<file path="config.mk">
export PLATFORM = sky130hd
export DESIGN_NAME = rom_subsys
export DESIGN_NICKNAME = d
export VERILOG_FILES = /design/src/rom_pkg.sv /design/src/rom_client.sv /design/src/rom_arbiter.sv /design/src/rom_subsys.sv
export SDC_FILE = /design/constraint.sdc
export NUM_CORES = 1
export LEC_CHECK = 0
export CORE_MARGIN = 2
export CORE_UTILIZATION = 42
export DETAILED_ROUTE_END_ITERATION = 16
export DONT_BUFFER_PORTS = 1
export SYNTH_ARGS = -nofsm -noshare
export SYNTH_HDL_FRONTEND = slang
export SYNTH_SLANG_ARGS = --single-unit
</file>
<file path="constraint.sdc">
create_clock -name clk -period 6.15 [get_ports clk]
set_clock_uncertainty 0.15 [all_clocks]
set_input_delay 0.3075 -clock clk [delete_from_list [all_inputs] [get_ports clk]]
set_output_delay 0.3075 -clock clk [all_outputs]
set_load 0.05 [all_outputs]
</file>
<file path="src/rom_pkg.sv">
//####################
// rom fetch package
// shared widths, client ids, arbiter states
// and the request bundle a client hands to the arbiter
//####################

package rom_pkg;

    // sdram geometry
    localparam int sdram_aw  = 22;  // word address, 32-bit words
    localparam int sdram_dw  = 32;  // one sdram word per fetch
    localparam int n_clients = 4;   // main, char, scr, obj

    // client identity, listed in priority order
    // highest priority first, none means no grant held
    // load strobe bit for a client is its value minus one
    typedef enum logic [2:0] {
        client_none = 3'd0,
        client_scr  = 3'd1,   // scroll tiles, lvbl gated
        client_obj  = 3'd2,   // sprites, never gated
        client_main = 3'd3,   // cpu code, chip select gated
        client_char = 3'd4    // text layer, lvbl gated
    } client_e;

    // arbiter FSM
    typedef enum logic {
        st_idle = 1'b0,   // free to grant
        st_wait = 1'b1    // waiting for ack and data
    } arb_state_e;

    // miss request from one client
    // word is relative to the client region, offset added later
    typedef struct packed {
        logic                req;
        logic [sdram_aw-1:0] word;
    } rom_req_t;

endpackage

</file>
<file path="src/rom_client.sv">
//####################
// rom client cache
// two 32-bit entries per client, alternate replacement
// serves 8/16-bit reads and raises a miss request
//####################

`timescale 1ns/1ps

module rom_client #(
    parameter int addr_w    = 18,    // client byte/halfword address width
    parameter int data_w    = 16,    // 8 for the cpu, 16 for video
    parameter bit invert_a0 = 1'b0   // swap lanes for the cpu byte order
) (
    input  logic                         clk,
    input  logic                         rst_n,
    input  logic [addr_w-1:0]            addr,
    input  logic                         addr_ok,
    input  logic [rom_pkg::sdram_dw-1:0] din,
    input  logic                         load,
    output logic [data_w-1:0]            dout,
    output logic                         data_ok,
    output rom_pkg::rom_req_t            rq
);

    // low address bits select the slice inside a 32-bit word
    localparam int sh    = (data_w == 8) ? 2 : 1;
    localparam int tag_w = addr_w - sh;

    logic [tag_w-1:0]             cur_tag;
    logic [sh-1:0]                lane;
    logic [tag_w-1:0]             tag [2];
    logic [rom_pkg::sdram_dw-1:0] mem [2];
    logic [1:0]                   valid;
    logic                         nxt;       // entry replaced on next load
    logic [1:0]                   hit;
    logic [rom_pkg::sdram_dw-1:0] word_sel;

    assign cur_tag = addr[addr_w-1:sh];   // sdram word within the region

    // tag compare against both entries
    assign hit[0] = valid[0] && (tag[0] == cur_tag);
    assign hit[1] = valid[1] && (tag[1] == cur_tag);

    // miss request, stays up until the load fills an entry
    // the address is expected to hold still while the miss is pending
    assign rq.req  = addr_ok && !(|hit);
    assign rq.word = {{(rom_pkg::sdram_aw - tag_w){1'b0}}, cur_tag};

    always_comb begin
        lane    = addr[sh-1:0];
        lane[0] = lane[0] ^ invert_a0;   // cpu sees swapped lanes
    end

    // fresh sdram data bypasses the entries on the load cycle
    always_comb begin
        if (load) begin
            word_sel = din;
        end else if (hit[1]) begin
            word_sel = mem[1];
        end else begin
            word_sel = mem[0];
        end
    end

    // control state
    always_ff @(posedge clk or negedge rst_n) begin
        if (!rst_n) begin
            valid   <= 2'b00;   // all entries empty
            nxt     <= 1'b0;
            data_ok <= 1'b0;
        end else begin
            data_ok <= addr_ok && (load || (|hit));   // valid one cycle after hit or fill
            if (load) begin
                valid[nxt] <= 1'b1;
                nxt        <= ~nxt;   // round robin between the two
            end
        end
    end

    // entry payload and output slice
    always_ff @(posedge clk) begin
        if (load) begin
            tag[nxt] <= cur_tag;
            mem[nxt] <= din;
        end
        if (load || (|hit)) begin
            dout <= word_sel[lane*data_w +: data_w];
        end
    end

endmodule

</file>
<file path="src/rom_arbiter.sv">
//####################
// rom request arbiter
// fixed priority grant, region offset add, sdram strobes
// also runs the ready delay and refresh enable
//####################

`timescale 1ns/1ps

module rom_arbiter #(
    parameter logic [rom_pkg::sdram_aw-1:0] scr_offset  = 22'h02_4000,
    parameter logic [rom_pkg::sdram_aw-1:0] obj_offset  = 22'h04_c000,
    parameter logic [rom_pkg::sdram_aw-1:0] main_offset = 22'h00_0000,
    parameter logic [rom_pkg::sdram_aw-1:0] char_offset = 22'h01_8000
) (
    input  logic                           clk,
    input  logic                           rst_n,
    input  logic                           lvbl,
    input  logic                           downloading,
    input  logic                           loop_rst,
    input  rom_pkg::rom_req_t              scr_rq,
    input  rom_pkg::rom_req_t              obj_rq,
    input  rom_pkg::rom_req_t              main_rq,
    input  rom_pkg::rom_req_t              char_rq,
    output logic [rom_pkg::n_clients-1:0]  load,
    output logic                           sdram_req,
    input  logic                           sdram_ack,
    input  logic                           data_rdy,
    output logic [rom_pkg::sdram_aw-1:0]   sdram_addr,
    output logic                           refresh_en,
    output logic                           ready
);

    rom_pkg::arb_state_e          state;
    rom_pkg::client_e             sel;         // client owning the transaction
    rom_pkg::client_e             grant_sel;
    logic [rom_pkg::sdram_aw-1:0] grant_off;
    logic [rom_pkg::sdram_aw-1:0] grant_word;
    logic                         clear;
    logic                         grant;
    logic [2:0]                   ready_sr;    // ready delay line

    assign clear = downloading || loop_rst;   // rom being rewritten or loop restart

    // pick the highest priority pending miss
    always_comb begin
        grant_sel  = rom_pkg::client_none;
        grant_off  = '0;
        grant_word = '0;
        if (scr_rq.req) begin
            grant_sel  = rom_pkg::client_scr;
            grant_off  = scr_offset;
            grant_word = scr_rq.word;
        end else if (obj_rq.req) begin
            grant_sel  = rom_pkg::client_obj;
            grant_off  = obj_offset;
            grant_word = obj_rq.word;
        end else if (main_rq.req) begin
            grant_sel  = rom_pkg::client_main;
            grant_off  = main_offset;
            grant_word = main_rq.word;
        end else if (char_rq.req) begin
            grant_sel  = rom_pkg::client_char;
            grant_off  = char_offset;
            grant_word = char_rq.word;
        end
    end

    // new transaction only from idle and outside a clear
    assign grant = (state == rom_pkg::st_idle) && !clear
                   && (grant_sel != rom_pkg::client_none);

    // load strobe follows data_rdy for the selected client
    always_comb begin
        for (int i = 0; i < rom_pkg::n_clients; i++) begin
            load[i] = (state == rom_pkg::st_wait) && data_rdy && (int'(sel) == i + 1);
        end
    end

    // transaction FSM
    always_ff @(posedge clk or negedge rst_n) begin
        if (!rst_n) begin
            state     <= rom_pkg::st_idle;
            sel       <= rom_pkg::client_none;
            sdram_req <= 1'b0;
        end else if (clear) begin
            state     <= rom_pkg::st_idle;   // drop whatever was in flight
            sel       <= rom_pkg::client_none;
            sdram_req <= 1'b0;
        end else begin
            case (state)
                rom_pkg::st_idle: begin
                    if (grant) begin
                        sel       <= grant_sel;
                        sdram_req <= 1'b1;
                        state     <= rom_pkg::st_wait;
                    end
                end
                rom_pkg::st_wait: begin
                    if (sdram_ack) begin
                        sdram_req <= 1'b0;   // controller took the request
                    end
                    if (data_rdy) begin
                        sel   <= rom_pkg::client_none;
                        state <= rom_pkg::st_idle;   // free again next cycle
                    end
                end
                default: state <= rom_pkg::st_idle;
            endcase
        end
    end

    // address held from grant to next grant
    always_ff @(posedge clk) begin
        if (grant) begin
            sdram_addr <= grant_off + grant_word;
        end
    end

    // ready rises four cycles after reset or clear ends
    always_ff @(posedge clk or negedge rst_n) begin
        if (!rst_n) begin
            ready_sr <= 3'b000;
            ready    <= 1'b0;
        end else if (clear) begin
            ready_sr <= 3'b000;
            ready    <= 1'b0;
        end else begin
            {ready, ready_sr} <= {ready_sr, 1'b1};   // shift ones toward ready
        end
    end

    // refresh only while the screen is blanked
    always_ff @(posedge clk or negedge rst_n) begin
        if (!rst_n) begin
            refresh_en <= 1'b0;
        end else begin
            refresh_en <= !lvbl;
        end
    end

endmodule

</file>
<file path="src/rom_subsys.sv">
//####################
// rom fetch subsystem
// four client caches sharing one sdram through
// a fixed priority arbiter
//####################

`timescale 1ns/1ps

module rom_subsys #(
    // region start per client, in sdram words
    parameter logic [rom_pkg::sdram_aw-1:0] main_offset = 22'h00_0000,  // cpu code
    parameter logic [rom_pkg::sdram_aw-1:0] char_offset = 22'h01_8000,  // text tiles
    parameter logic [rom_pkg::sdram_aw-1:0] scr_offset  = 22'h02_4000,  // scroll tiles
    parameter logic [rom_pkg::sdram_aw-1:0] obj_offset  = 22'h04_c000,  // sprites
    // client address widths
    parameter int main_aw = 18,   // byte address
    parameter int char_aw = 14,   // 16-bit address
    parameter int scr_aw  = 17,
    parameter int obj_aw  = 17
) (
    input  logic                         clk,
    input  logic                         rst_n,
    input  logic                         lvbl,
    input  logic                         main_cs,

    // client reads
    input  logic [main_aw-1:0]           main_addr,
    input  logic [char_aw-1:0]           char_addr,
    input  logic [scr_aw-1:0]            scr_addr,
    input  logic [obj_aw-1:0]            obj_addr,
    output logic [7:0]                   main_dout,
    output logic [15:0]                  char_dout,
    output logic [15:0]                  scr_dout,
    output logic [15:0]                  obj_dout,
    output logic                         main_ok,
    output logic                         char_ok,
    output logic                         scr_ok,
    output logic                         obj_ok,

    output logic                         ready,
    output logic                         refresh_en,

    // sdram controller side
    output logic                         sdram_req,
    output logic [rom_pkg::sdram_aw-1:0] sdram_addr,
    input  logic                         sdram_ack,
    input  logic                         data_rdy,
    input  logic                         downloading,
    input  logic                         loop_rst,
    input  logic [rom_pkg::sdram_dw-1:0] data_read
);

    rom_pkg::rom_req_t              main_rq;
    rom_pkg::rom_req_t              char_rq;
    rom_pkg::rom_req_t              scr_rq;
    rom_pkg::rom_req_t              obj_rq;
    logic [rom_pkg::n_clients-1:0]  load;   // one hot, bit per client id minus one

    // cpu code, byte wide, only while selected
    rom_client #(
        .addr_w    (main_aw),
        .data_w    (8),
        .invert_a0 (1'b1)
    ) u_main (
        .clk     (clk),
        .rst_n   (rst_n),
        .addr    (main_addr),
        .addr_ok (main_cs),
        .din     (data_read),
        .load    (load[int'(rom_pkg::client_main) - 1]),
        .dout    (main_dout),
        .data_ok (main_ok),
        .rq      (main_rq)
    );

    // text layer, fetched during active video
    rom_client #(
        .addr_w    (char_aw),
        .data_w    (16),
        .invert_a0 (1'b0)
    ) u_char (
        .clk     (clk),
        .rst_n   (rst_n),
        .addr    (char_addr),
        .addr_ok (lvbl),
        .din     (data_read),
        .load    (load[int'(rom_pkg::client_char) - 1]),
        .dout    (char_dout),
        .data_ok (char_ok),
        .rq      (char_rq)
    );

    rom_client #(
        .addr_w    (scr_aw),
        .data_w    (16),
        .invert_a0 (1'b0)
    ) u_scr (
        .clk     (clk),
        .rst_n   (rst_n),
        .addr    (scr_addr),
        .addr_ok (lvbl),
        .din     (data_read),
        .load    (load[int'(rom_pkg::client_scr) - 1]),
        .dout    (scr_dout),
        .data_ok (scr_ok),
        .rq      (scr_rq)
    );

    // sprites also draw in blanking, never gated
    rom_client #(
        .addr_w    (obj_aw),
        .data_w    (16),
        .invert_a0 (1'b0)
    ) u_obj (
        .clk     (clk),
        .rst_n   (rst_n),
        .addr    (obj_addr),
        .addr_ok (1'b1),
        .din     (data_read),
        .load    (load[int'(rom_pkg::client_obj) - 1]),
        .dout    (obj_dout),
        .data_ok (obj_ok),
        .rq      (obj_rq)
    );

    rom_arbiter #(
        .scr_offset  (scr_offset),
        .obj_offset  (obj_offset),
        .main_offset (main_offset),
        .char_offset (char_offset)
    ) u_arb (
        .clk         (clk),
        .rst_n       (rst_n),
        .lvbl        (lvbl),
        .downloading (downloading),
        .loop_rst    (loop_rst),
        .scr_rq      (scr_rq),
        .obj_rq      (obj_rq),
        .main_rq     (main_rq),
        .char_rq     (char_rq),
        .load        (load),
        .sdram_req   (sdram_req),
        .sdram_ack   (sdram_ack),
        .data_rdy    (data_rdy),
        .sdram_addr  (sdram_addr),
        .refresh_en  (refresh_en),
        .ready       (ready)
    );

endmodule

</file>
==> out/qor.tcl, run 1 <==
set qor(core_region_area_mm2) 0.04646
set qor(post_synth.cell_area_avg_um2) 17.50
set qor(number_of_detailed_route_iterations_in_the_first_pass) 5
set qor(cts_inserted_buffers) 50
set qor(crit_path_top_delay_cell) {sky130_fd_sc_hd__or4_1}
set qor(clock.fmax_mhz) 267.3
set qor(count_of_yosys_warnings_during_synthesis) 0
set qor(post_route_cells_drive_above_1_share) 0.1500
set qor(setup_tns_ps) 0
set qor(cts.htree.levels) 2
set qor(worstHoldPathCells) 3
set qor(grt_max_degree) 50
set qor(remaining_overflow_grt) 0
set qor(synth_cells) 1126
set qor(cts.reportedPaths.clkPinSlew_ps) 60
set qor(worst_setup_path_end_kind) {flop}
set qor(synth-edff-count) 454
set qor(areaGrowthSynthToFinish_pct) 18.00
set qor(first_pass_grt_wire_length_mm) 73.63
set qor(report.final.slew_viol_count) 0
set qor(drt_drc_violations_left) 0
set qor(layout.cells.non_filler) 1909
set qor(synth.top_cell.area_share) 0.6917
set qor(timing.final.setup_violations) 0
set qor(grt_util_all_layers) 0.2101
set qor(setup_ws_ps) 2409
set qor(number_of_violations_of_the_max_capacitance_limit) 0
set qor(wl_per_cell_um) 26.48
set qor(place.port_buffers) 0
set qor(worstReg2RegStart) {u_scr.tag[1][6]$_DFFE_PP_}
set qor(postRouteWirelength_mm) 50.56
set qor(cts_tree) {built}
set qor(comb_power_share) 0.049
set qor(power.switching_uw) 1520
set qor(grt_pass1_vias) 10620
set qor(finalCritPeriodShare) 0.6083
set qor(synth_async_sr_flop_share) 0.05417
set qor(synthDominantAreaCellType) {sky130_fd_sc_hd__edfxtp_1}
set qor(power.leakage_uw) 0.007664
set qor(slew-limit-headroom) 0.2452
set qor(hold_path.startpoint) {char_addr[0]}
set qor(grt_antenna_before_repair) 4
set qor(floorplan.io_pins) 191
set qor(dr_vias) 10700
set qor(final_antenna_net_count) 0
set qor(yosysSeqAreaShare) 0.7247
set qor(cp_data_required_time_ps) 6340
set qor(worst_path_largest_cell_delay_ps) 540
set qor(die_width_um) 220.6
set qor(hpwl_mm) 29.44
set qor(cp_data_arrival_time_ps) 3940
set qor(critical_path.cell_chain) {xor2_1 -> or4_1 -> or4_4 -> o22a_1 -> nand2_1 -> nand2_1 -> ha_1 -> fa_1 -> xnor2_1}
set qor(layout.filler_cells) 3828
set qor(max-clock-path-buffers) 3
set qor(syn_area_mm2) 0.01971
set qor(critPathLaunchType) {flop}
set qor(synth_seq_cells) 480
set qor(post-place-cells) 1704
set qor(vdd_drop_max_mv) 0.2379
set qor(power_per_cell_area_mw_per_mm2) 298.4
set qor(routabilityCongestion) 0.8555
set qor(post_synth_num_cell_types) 54
set qor(clock_insertion_delay_worst_skew_ps) 600
set qor(top_cell_types_by_occurrence_after_synthesis) {454 x sky130_fd_sc_hd__edfxtp_1, 84 x sky130_fd_sc_hd__xnor2_1, 72 x sky130_fd_sc_hd__mux4_2}
set qor(post-synth-top-count-cell) {sky130_fd_sc_hd__edfxtp_1}
set qor(reg2reg_depth) 9
set qor(initial_util) 0.4242
set qor(hold_path_end) {u_char.dout[13]$_DFFE_PN_}
set qor(postSynth.topFlopCell) {sky130_fd_sc_hd__edfxtp_1}
set qor(worst_hold_slack_ps) 24.00
set qor(power_report.internal_total_uw) 5420
set qor(placementRows) 79
set qor(worstReg2RegEnd) {u_arb.sdram_addr[16]$_DFFE_PP_}
set qor(hold_viol_final) 0
set qor(clockPowerShare) 0.425
set qor(crit_fanout) 17
set qor(switching_share) 0.2190
set qor(synth.area.top_cells) {sky130_fd_sc_hd__edfxtp_1 69%, sky130_fd_sc_hd__mux4_2 8.2%, sky130_fd_sc_hd__xnor2_1 3.7%, sky130_fd_sc_hd__dfrtp_1 3.3%, sky130_fd_sc_hd__mux2i_1 2.8%}
set qor(die_y_um) 220.6
set qor(number_of_clock_sinks) 480
set qor(detail_route.vias_per_cell) 5.604
set qor(finalCoreUtilization) 0.5006
set qor(worst_slew_pin_slew_ps) 1132
set qor(grt_setup_unrepaired) {no}
set qor(outcome) {complete, no violations}
set qor(worst_hold_path_type) {in2reg}
set qor(seq_power_share) 0.526
set qor(drt_iter0_markers) 958
set qor(clock-root-buffer) {sky130_fd_sc_hd__clkbuf_16}
set qor(num-nets-final) 1371
set qor(worst-setup-path-type) {reg2reg}
set qor(r2r_setup_slack_ps) 2410
set qor(detailedPlace.worstSlack_ps) 2476
set qor(fin_crit_ps) 3741
set qor(cp_common_cell) {sky130_fd_sc_hd__nand2_1}
set qor(die_area_mm2) 0.04868
## worst max-delay path, delay by kind of cell (launching register included)
family / cells / cell delay [ps]
AOI/OAI and AO/OA: 1 / 240
xor gates and xnor gates: 2 / 320
DFF: 1 / 390
adders and majority gates: 2 / 720
and+or+nand+nor: 4 / 1660
## flip-flops by register name, indices dropped and copies added, names as in the netlist, 3 cells and up
register,flops
u_arb.ready_sr,3
u_arb.sdram_addr,20
u_arb.sel,3
u_char.dout,16
u_char.mem,64
u_char.tag,26
u_main.dout,8
u_main.mem,64
u_main.tag,32
u_obj.dout,16
u_obj.mem,64
u_obj.tag,32
u_scr.dout,16
u_scr.mem,64
u_scr.tag,32
## metrics by stage
step                      power (uW)  cell area [um2]
final                           6940            23260
after global routing            7163            23250
after CTS                       7003            23250
after detailed placement        3904            20480
after global placement          3901            20480
after floorplan                 3883            19720
## cells in the final DEF, fill, tap and decap left out, drive strengths merged, types with 3 or more instances in the layout
cell         count
clkinv          23
and4            16
nand3b           3
bufinv           3
nand4           38
conb             3
and2             9
buf             22
or2              9
clkbuf          60
clkinvlp         4
or4              4
dlygate4sd3    109
nand3           10
xor2            43
nor2b            3
inv              7
a211oi          13
nand2           60
nor3             5
o22ai            3
mux4            72
nor2            43
o21ai           58
edfxtp         454
dfrtp           26
nor4            13
a21oi           23
mux2i           56
xnor2           84
## logic make-up after synthesis
kind of cell / Yosys count / share of synthesized area
flops: 480 / 0.7247
simple gates: 223 / 0.06082
mux: 128 / 0.1107
xor+xnor: 127 / 0.05644
compound gates: 108 / 0.03320
buf+inv: 56 / 0.01162
fa+ha+maj: 3 / 0.002285
other cells: 1 / 0.0001903
## power groups by stage
stage | combinational [uW] | sequential (uW) | clock (uW)
global placement | 179 | 3720 | 0
CTS | 338 | 3650 | 3010
finish | 337 | 3650 | 2950
floorplan | 169 | 3710 | 0
detailed placement | 182 | 3720 | 0
global route | 364 | 3650 | 3150
## area by class of cell
cell class,count,area [um2],area share
Sequential cell,480,14280,0.6142
Multi-Input combinational cell,592,5273,0.2267
Clock buffer,60,1320,0.05676
Timing Repair Buffer,131,1314,0.05649
Tap cell,607,759.5,0.03266
Clock inverter,30,275.3,0.01184
Inverter,7,26.28,0.001130
Antenna cell,2,5.005,0.0002152
## repair_timing
item	in CTS	in global routing
setup endpoints to repair	0	0
hold buffers	113	0
gates resized for setup	0	0
buffers inserted	0	0
endpoints found under the hold margin	487	0
## worst max-delay path by stage
| stage | startpoint | slack [ps] | depth (start not counted) | to |
|---|---|---|---|---|
| 3_5_place_dp | u_scr.tag[1][6]$_DFFE_PP_ | 2480 | 9 | u_arb.sdram_addr[16]$_DFFE_PP_ |
| 2_1_floorplan | u_arb.sel[1]$_DFFE_PN0P_ | 2040 | 3 | u_scr.mem[0][0]$_DFFE_PP_ |
| 3_3_place_gp | u_scr.tag[1][6]$_DFFE_PP_ | 2510 | 9 | u_arb.sdram_addr[16]$_DFFE_PP_ |
| 6_report | u_scr.tag[1][6]$_DFFE_PP_ | 2410 | 9 | u_arb.sdram_addr[16]$_DFFE_PP_ |
| 5_1_grt | u_obj.tag[1][3]$_DFFE_PP_ | 2200 | 8 | u_arb.sel[1]$_DFFE_PN0P_ |
| 4_1_cts | u_obj.tag[1][3]$_DFFE_PP_ | 2440 | 8 | u_arb.sel[1]$_DFFE_PN0P_ |
## per-layer routing
metal	vias to the layer above	track usage	routed length, um
li1	4711	-	-
met1	5562	0.3096	23180
met2	353	0.3191	23150
met3	70	0.04591	3254
met4	2	0.05133	965
met5	-	0	7
No activity file was read; power rests on OpenSTA's default activity.
==> run 2: changes to the inputs <==
Clock period 6.15 ns to 3.4 ns, I/O delays scaled along.
==> run 2 against run 1 <==
  * Via count is 1.7% higher
  * Power up 84%
  * Combinational power up 91%
  * Flip-flop and latch count is the same
  * Count of clock-buffer cells in the layout is 2 higher
  * Utilization grew 0.79 points
  * Design area up 1.6%
  * Maximum frequency grew 16%
  * Routed wire length shrank 0.78%
  * Critical endpoint is now u_arb.sdram_addr[15]$_DFFE_PP_
==> out/qor.tcl, run 2 (synthesized netlist as in run 1, its figures left out) <==
set qor(outcome) {complete, no violations}
set qor(areaGrowthSynthToFinish_pct) 19.86
set qor(worst_hold_slack_ps) 14.21
set qor(leading_cell_type_in_the_layout_fill_and_taps_excluded) {sky130_fd_sc_hd__edfxtp_1}
set qor(setup_tns_ps) 0
set qor(clock_insertion_delay_worst_skew_ps) 600
set qor(drt_drc_violations_left) 0
set qor(die_width_um) 220.6
set qor(worstHoldPathCells) 4
set qor(worst_slew_pin_slew_ps) 940.6
set qor(die_y_um) 220.6
set qor(power.leakage_uw) 0.007820
set qor(dr_vias) 10890
set qor(comb_power_share) 0.050
set qor(crit_fanout) 4
set qor(switching_share) 0.2173
set qor(first_pass_grt_wire_length_mm) 73.02
set qor(worst_hold_path_type) {in2reg}
set qor(grt_util_all_layers) 0.2084
set qor(cts_inserted_buffers) 52
set qor(hold_viol_final) 0
set qor(place.port_buffers) 0
set qor(clock.fmax_mhz) 311.4
set qor(clock-root-buffer) {sky130_fd_sc_hd__clkbuf_16}
set qor(cp_data_required_time_ps) 3590
set qor(vdd_drop_max_mv) 0.3704
set qor(finalCritPeriodShare) 0.9445
set qor(number_of_clock_sinks) 480
set qor(worst-setup-path-type) {reg2reg}
set qor(remaining_overflow_grt) 0
set qor(report.final.slew_viol_count) 0
set qor(die_area_mm2) 0.04868
set qor(postCtsSetupRepairBufs) 0
set qor(fin_crit_ps) 3211
set qor(final_antenna_net_count) 0
set qor(layout.filler_cells) 3807
set qor(number_of_violations_of_the_max_capacitance_limit) 0
set qor(grt_antenna_before_repair) 4
set qor(clockPowerShare) 0.433
set qor(power_per_cell_area_mw_per_mm2) 541.4
set qor(cts_tree) {built}
set qor(layout.cells.most_common_list) {454 x sky130_fd_sc_hd__edfxtp_1, 109 x sky130_fd_sc_hd__dlygate4sd3_1, 84 x sky130_fd_sc_hd__xnor2_1, 72 x sky130_fd_sc_hd__mux4_2, 60 x sky130_fd_sc_hd__nand2_1}
set qor(cp_data_arrival_time_ps) 3400
set qor(design_power_uw) 12790
set qor(max-clock-path-buffers) 3
set qor(grt_max_degree) 50
set qor(critPathLaunchType) {flop}
set qor(detail_route.vias_per_cell) 5.631
set qor(power.switching_uw) 2779
set qor(initial_util) 0.4242
set qor(grt_setup_unrepaired) {no}
set qor(timing.final.setup_violations) 0
set qor(num-nets-final) 1390
set qor(r2r_setup_slack_ps) 190
set qor(floorplan.io_pins) 191
set qor(cts.htree.levels) 2
set qor(worst_setup_path_end_kind) {flop}
set qor(grt_pass1_vias) 10620
set qor(core_region_area_mm2) 0.04646
set qor(placementRows) 79
set qor(hpwl_mm) 30.27
set qor(power_report.internal_total_uw) 10010
set qor(routabilityCongestion) 0.8439
set qor(number_of_detailed_route_iterations_in_the_first_pass) 5
set qor(drt_iter0_markers) 948
set qor(seq_power_share) 0.517
set qor(multi_input_area_mm2) 0.005278
set qor(wl_per_cell_um) 25.95
set qor(postRouteWirelength_mm) 50.16
set qor(slew-limit-headroom) 0.3708
set qor(post_route_cells_drive_above_1_share) 0.1602
set qor(ff_latch_area_mm2) 0.01428
set qor(reg2reg_depth) 9
set qor(cts.reportedPaths.clkPinSlew_ps) 60
==> run 2: timing repair <==
item | CTS | global route
resized for setup | 0 | 4
setup endpoints to repair | 0 | 3
hold buffers | 115 | 0
hold endpoints to repair | 493 | 0
==> run 2: stage by stage <==
| stage | cells | worst slack (ps) | utilization | instance area [um2] |
|---|---|---|---|---|
| 6_report | 1933 | 188.7 | 0.5085 | 23620 |
| 5_1_grt | 1931 | 29.73 | 0.5084 | 23620 |
| 4_1_cts | 1930 | 102.7 | 0.5082 | 23610 |
| 3_5_place_dp | 1719 | 114.1 | 0.4456 | 20700 |
| 3_3_place_gp | 1719 | 160.2 | 0.4456 | 20700 |
| 2_1_floorplan | 1128 | -425.9 | - | 19730 |
==> run 2: critical path, stage by stage (launching register included) <==
cell                       delay, ps
sky130_fd_sc_hd__edfxtp_1        380
sky130_fd_sc_hd__xor2_1          180
sky130_fd_sc_hd__or4_1           550
sky130_fd_sc_hd__or4_4           510
sky130_fd_sc_hd__o22ai_4         200
sky130_fd_sc_hd__and4_1          210
sky130_fd_sc_hd__a21oi_1          50
sky130_fd_sc_hd__o21ai_1         150
sky130_fd_sc_hd__ha_2            210
sky130_fd_sc_hd__fa_1            380
==> run 2: final cells by class <==
type	instances	share of cell area
diodes	3	0.0003178
clock buffers	62	0.05842
clock inverters	34	0.01282
inverters	7	0.001112
multi-input cells	592	0.2234
flip-flops and latches	480	0.6046
well taps	607	0.03215
repair buffers	148	0.06716
==> run 2: worst paths after layout <==
kind | end | from
max | u_arb.sdram_addr[15]$_DFFE_PP_ | u_obj.tag[1][3]$_DFFE_PP_
max reg2reg | u_arb.sdram_addr[15]$_DFFE_PP_ | u_obj.tag[1][3]$_DFFE_PP_
min reg2reg | u_arb.ready_sr[2]$_DFF_PN0_ | u_arb.ready_sr[1]$_DFF_PN0_
max in group asynchronous | u_main.valid[1]$_DFFE_PN0P_ | rst_n
min | u_arb.sdram_addr[14]$_DFFE_PP_ | main_addr[16]
min in group asynchronous | u_arb.sel[1]$_DFFE_PN0P_ | rst_n
==> run 2: power by group through the flow <==
stage / clock [uW] / sequential (uW) / combinational (uW)
after global routing: 5870 / 6610 / 694
after CTS: 5640 / 6610 / 643
final: 5530 / 6610 / 645
after global placement: 0 / 6730 / 325
after detailed placement: 0 / 6730 / 330
after floorplan: 0 / 6720 / 307
==> run 2: per-layer routing <==
layer,up-vias,share of wire,GRT usage
li1,4759,-,-
met1,5623,0.44,0.3017
met4,4,0.025,0.06733
met5,-,0.00054,0
met2,422,0.46,0.3106
met3,77,0.080,0.05168
==> run 3: changes to the inputs <==
Settings changed: PLACE_DENSITY set to 0.69.
==> run 3 against run 2 <==
  * The flow now finishes with violations (negative hold slack)
  * Power shrank 1.6%
  * Maximum frequency shrank 2.2%
  * Global-route usage shrank 0.89 points
  * Combinational power shrank 2%
  * First-iteration DRC count shrank 1.6%
  * Non-clock buffer count grew 1
  * Worst setup slack lost 73 ps
  * Sequential power is essentially flat
  * Routed wire length shrank 2.9%
  * Largest power group unchanged
==> out/qor.tcl, run 3 (synthesized netlist as in run 1, its figures left out) <==
set qor(outcome) {finished, violations left}
set qor(failed_checks) {negative hold slack}
set qor(clock.fmax_mhz) 304.5
set qor(leading_cell_type_in_the_layout_fill_and_taps_excluded) {sky130_fd_sc_hd__edfxtp_1}
set qor(timing.final.setup_violations) 0
set qor(dr_vias) 10850
set qor(die_y_um) 220.6
set qor(cts.htree.levels) 2
set qor(post_route_cells_drive_above_1_share) 0.1595
set qor(finalCritPeriodShare) 0.9659
set qor(routabilityCongestion) 0.8396
set qor(cp_data_arrival_time_ps) 3460
set qor(remaining_overflow_grt) 0
set qor(first_pass_grt_wire_length_mm) 70.59
set qor(num-nets-final) 1387
set qor(die_width_um) 220.6
set qor(critPathLaunchType) {flop}
set qor(max-clock-path-buffers) 3
set qor(power.leakage_uw) 0.007783
set qor(gr-usage-met2) 0.3125
set qor(drt_drc_violations_left) 0
set qor(crit_fanout) 5
set qor(grt_setup_unrepaired) {yes}
set qor(core_region_area_mm2) 0.04646
set qor(grt_pass1_vias) 10770
set qor(layout.filler_cells) 3733
set qor(global_route.usage.met1) 0.2752
set qor(worst_slew_pin_slew_ps) 927.2
set qor(cts_tree) {built}
set qor(floorplan.io_pins) 191
set qor(cp_data_required_time_ps) 3570
set qor(design_power_uw) 12590
set qor(vdd_drop_max_mv) 0.3461
set qor(grt_util_all_layers) 0.1995
set qor(cts_inserted_buffers) 48
set qor(fin_crit_ps) 3284
set qor(place.port_buffers) 0
set qor(worst_hold_path_type) {in2reg}
set qor(clock-root-buffer) {sky130_fd_sc_hd__clkbuf_16}
set qor(hold_viol_final) 1
set qor(grt.met3_usage) 0.05155
set qor(initial_util) 0.4242
set qor(worst_hold_slack_ps) -13.95
set qor(clock_insertion_delay_worst_skew_ps) 590
set qor(grt_max_degree) 47
set qor(die_area_mm2) 0.04868
set qor(placementRows) 79
set qor(number_of_detailed_route_iterations_in_the_first_pass) 7
set qor(number_of_clock_sinks) 480
set qor(cts.reportedPaths.clkPinSlew_ps) 60
set qor(worst_setup_path_end_kind) {flop}
set qor(detail_route.vias_per_cell) 5.633
set qor(globalRoute.busiestLayer) {met2}
set qor(postCtsSetupRepairBufs) 0
set qor(worst-setup-path-type) {reg2reg}
set qor(areaGrowthSynthToFinish_pct) 19.34
set qor(r2r_setup_slack_ps) 120
set qor(layout.cells.most_common_list) {454 x sky130_fd_sc_hd__edfxtp_1, 110 x sky130_fd_sc_hd__dlygate4sd3_1, 84 x sky130_fd_sc_hd__xnor2_1, 72 x sky130_fd_sc_hd__mux4_2, 60 x sky130_fd_sc_hd__nand2_1}
set qor(power_per_cell_area_mw_per_mm2) 535.2
set qor(grt_antenna_before_repair) 13
set qor(hpwl_mm) 29.63
set qor(report.final.slew_viol_count) 0
set qor(layout.cells.non_filler) 1926
set qor(slew-limit-headroom) 0.3798
set qor(post-place-cells) 1719
set qor(wl_per_cell_um) 25.29
set qor(final_antenna_net_count) 0
set qor(drt_iter0_markers) 933
set qor(number_of_violations_of_the_max_capacitance_limit) 0
set qor(postRouteWirelength_mm) 48.71
-- run 3: worst max-delay path, cell delays in order (launching register included) --
cell                       delay [ps]
sky130_fd_sc_hd__edfxtp_1         400
sky130_fd_sc_hd__xor2_1           190
sky130_fd_sc_hd__or4_1            560
sky130_fd_sc_hd__or4_4            510
sky130_fd_sc_hd__o22ai_4          210
sky130_fd_sc_hd__and4_1           220
sky130_fd_sc_hd__a21oi_1           50
sky130_fd_sc_hd__o21ai_1          150
sky130_fd_sc_hd__ha_2             210
sky130_fd_sc_hd__fa_1             380
-- run 3: metal layers --
metal  vias up  share of wire
met1      5545           0.42
met5         -         0.0018
met3       100          0.079
li1       4764              -
met4        14          0.026
met2       427           0.47
-- run 3: cell type report --
cell class | instances | area (um2) | share of cell area
Sequential cell | 480 | 14280 | 0.6073
Multi-Input combinational cell | 592 | 5278 | 0.2244
Timing Repair Buffer | 149 | 1572 | 0.06681
Clock buffer | 57 | 1245 | 0.05293
Tap cell | 607 | 759.5 | 0.03229
Clock inverter | 32 | 352.8 | 0.01500
Inverter | 7 | 26.28 | 0.001117
Antenna cell | 2 | 5.005 | 0.0002128
-- run 3: what timing repair did --
action                                  CTS  global route
hold endpoints to repair                493             1
endpoints found under the setup margin    0             3
resized for setup                         0             4
hold buffers                            115             1
-- run 3: path summary, 6_finish.rpt --
path                                             start                             end  cells after the start
setup / recovery             u_obj.tag[1][3]$_DFFE_PP_  u_arb.sdram_addr[15]$_DFFE_PP_                      9
hold / removal                            obj_addr[16]  u_arb.sdram_addr[15]$_DFFE_PP_                      3
setup reg to reg             u_obj.tag[1][3]$_DFFE_PP_  u_arb.sdram_addr[15]$_DFFE_PP_                      9
hold reg to reg            u_arb.ready_sr[0]$_DFF_PN0_     u_arb.ready_sr[1]$_DFF_PN0_                      1
max in group asynchronous                        rst_n     u_char.valid[0]$_DFFE_PN0P_                      4
min in group asynchronous                        rst_n        u_main.data_ok$_DFF_PN0_                      4
-- run 3: stage by stage --
step                hold WS, ps  TNS [ps]    util  worst slack, ps  instance area (um2)
floorplan                -275.6    -39080       -           -425.9                19730
global placement         -273.3         0  0.4451            152.1                20680
detailed placement       -273.3         0  0.4451            79.08                20680
CTS                       1.121         0  0.5059            82.66                23500
global route              11.92    -26.32  0.5062           -26.32                23520
finish                   -13.95         0  0.5063            116.0                23520
-- run 3: where the power goes --
group / internal (uW) / switching, uW / leakage, uW / total (uW)
registers: 6520 / 86.8 / 0.00444 / 6610
clock network: 3090 / 2260 / 0.000778 / 5350
logic: 285 / 347 / 0.00257 / 631
total: 9900 / 2690 / 0.00778 / 12600
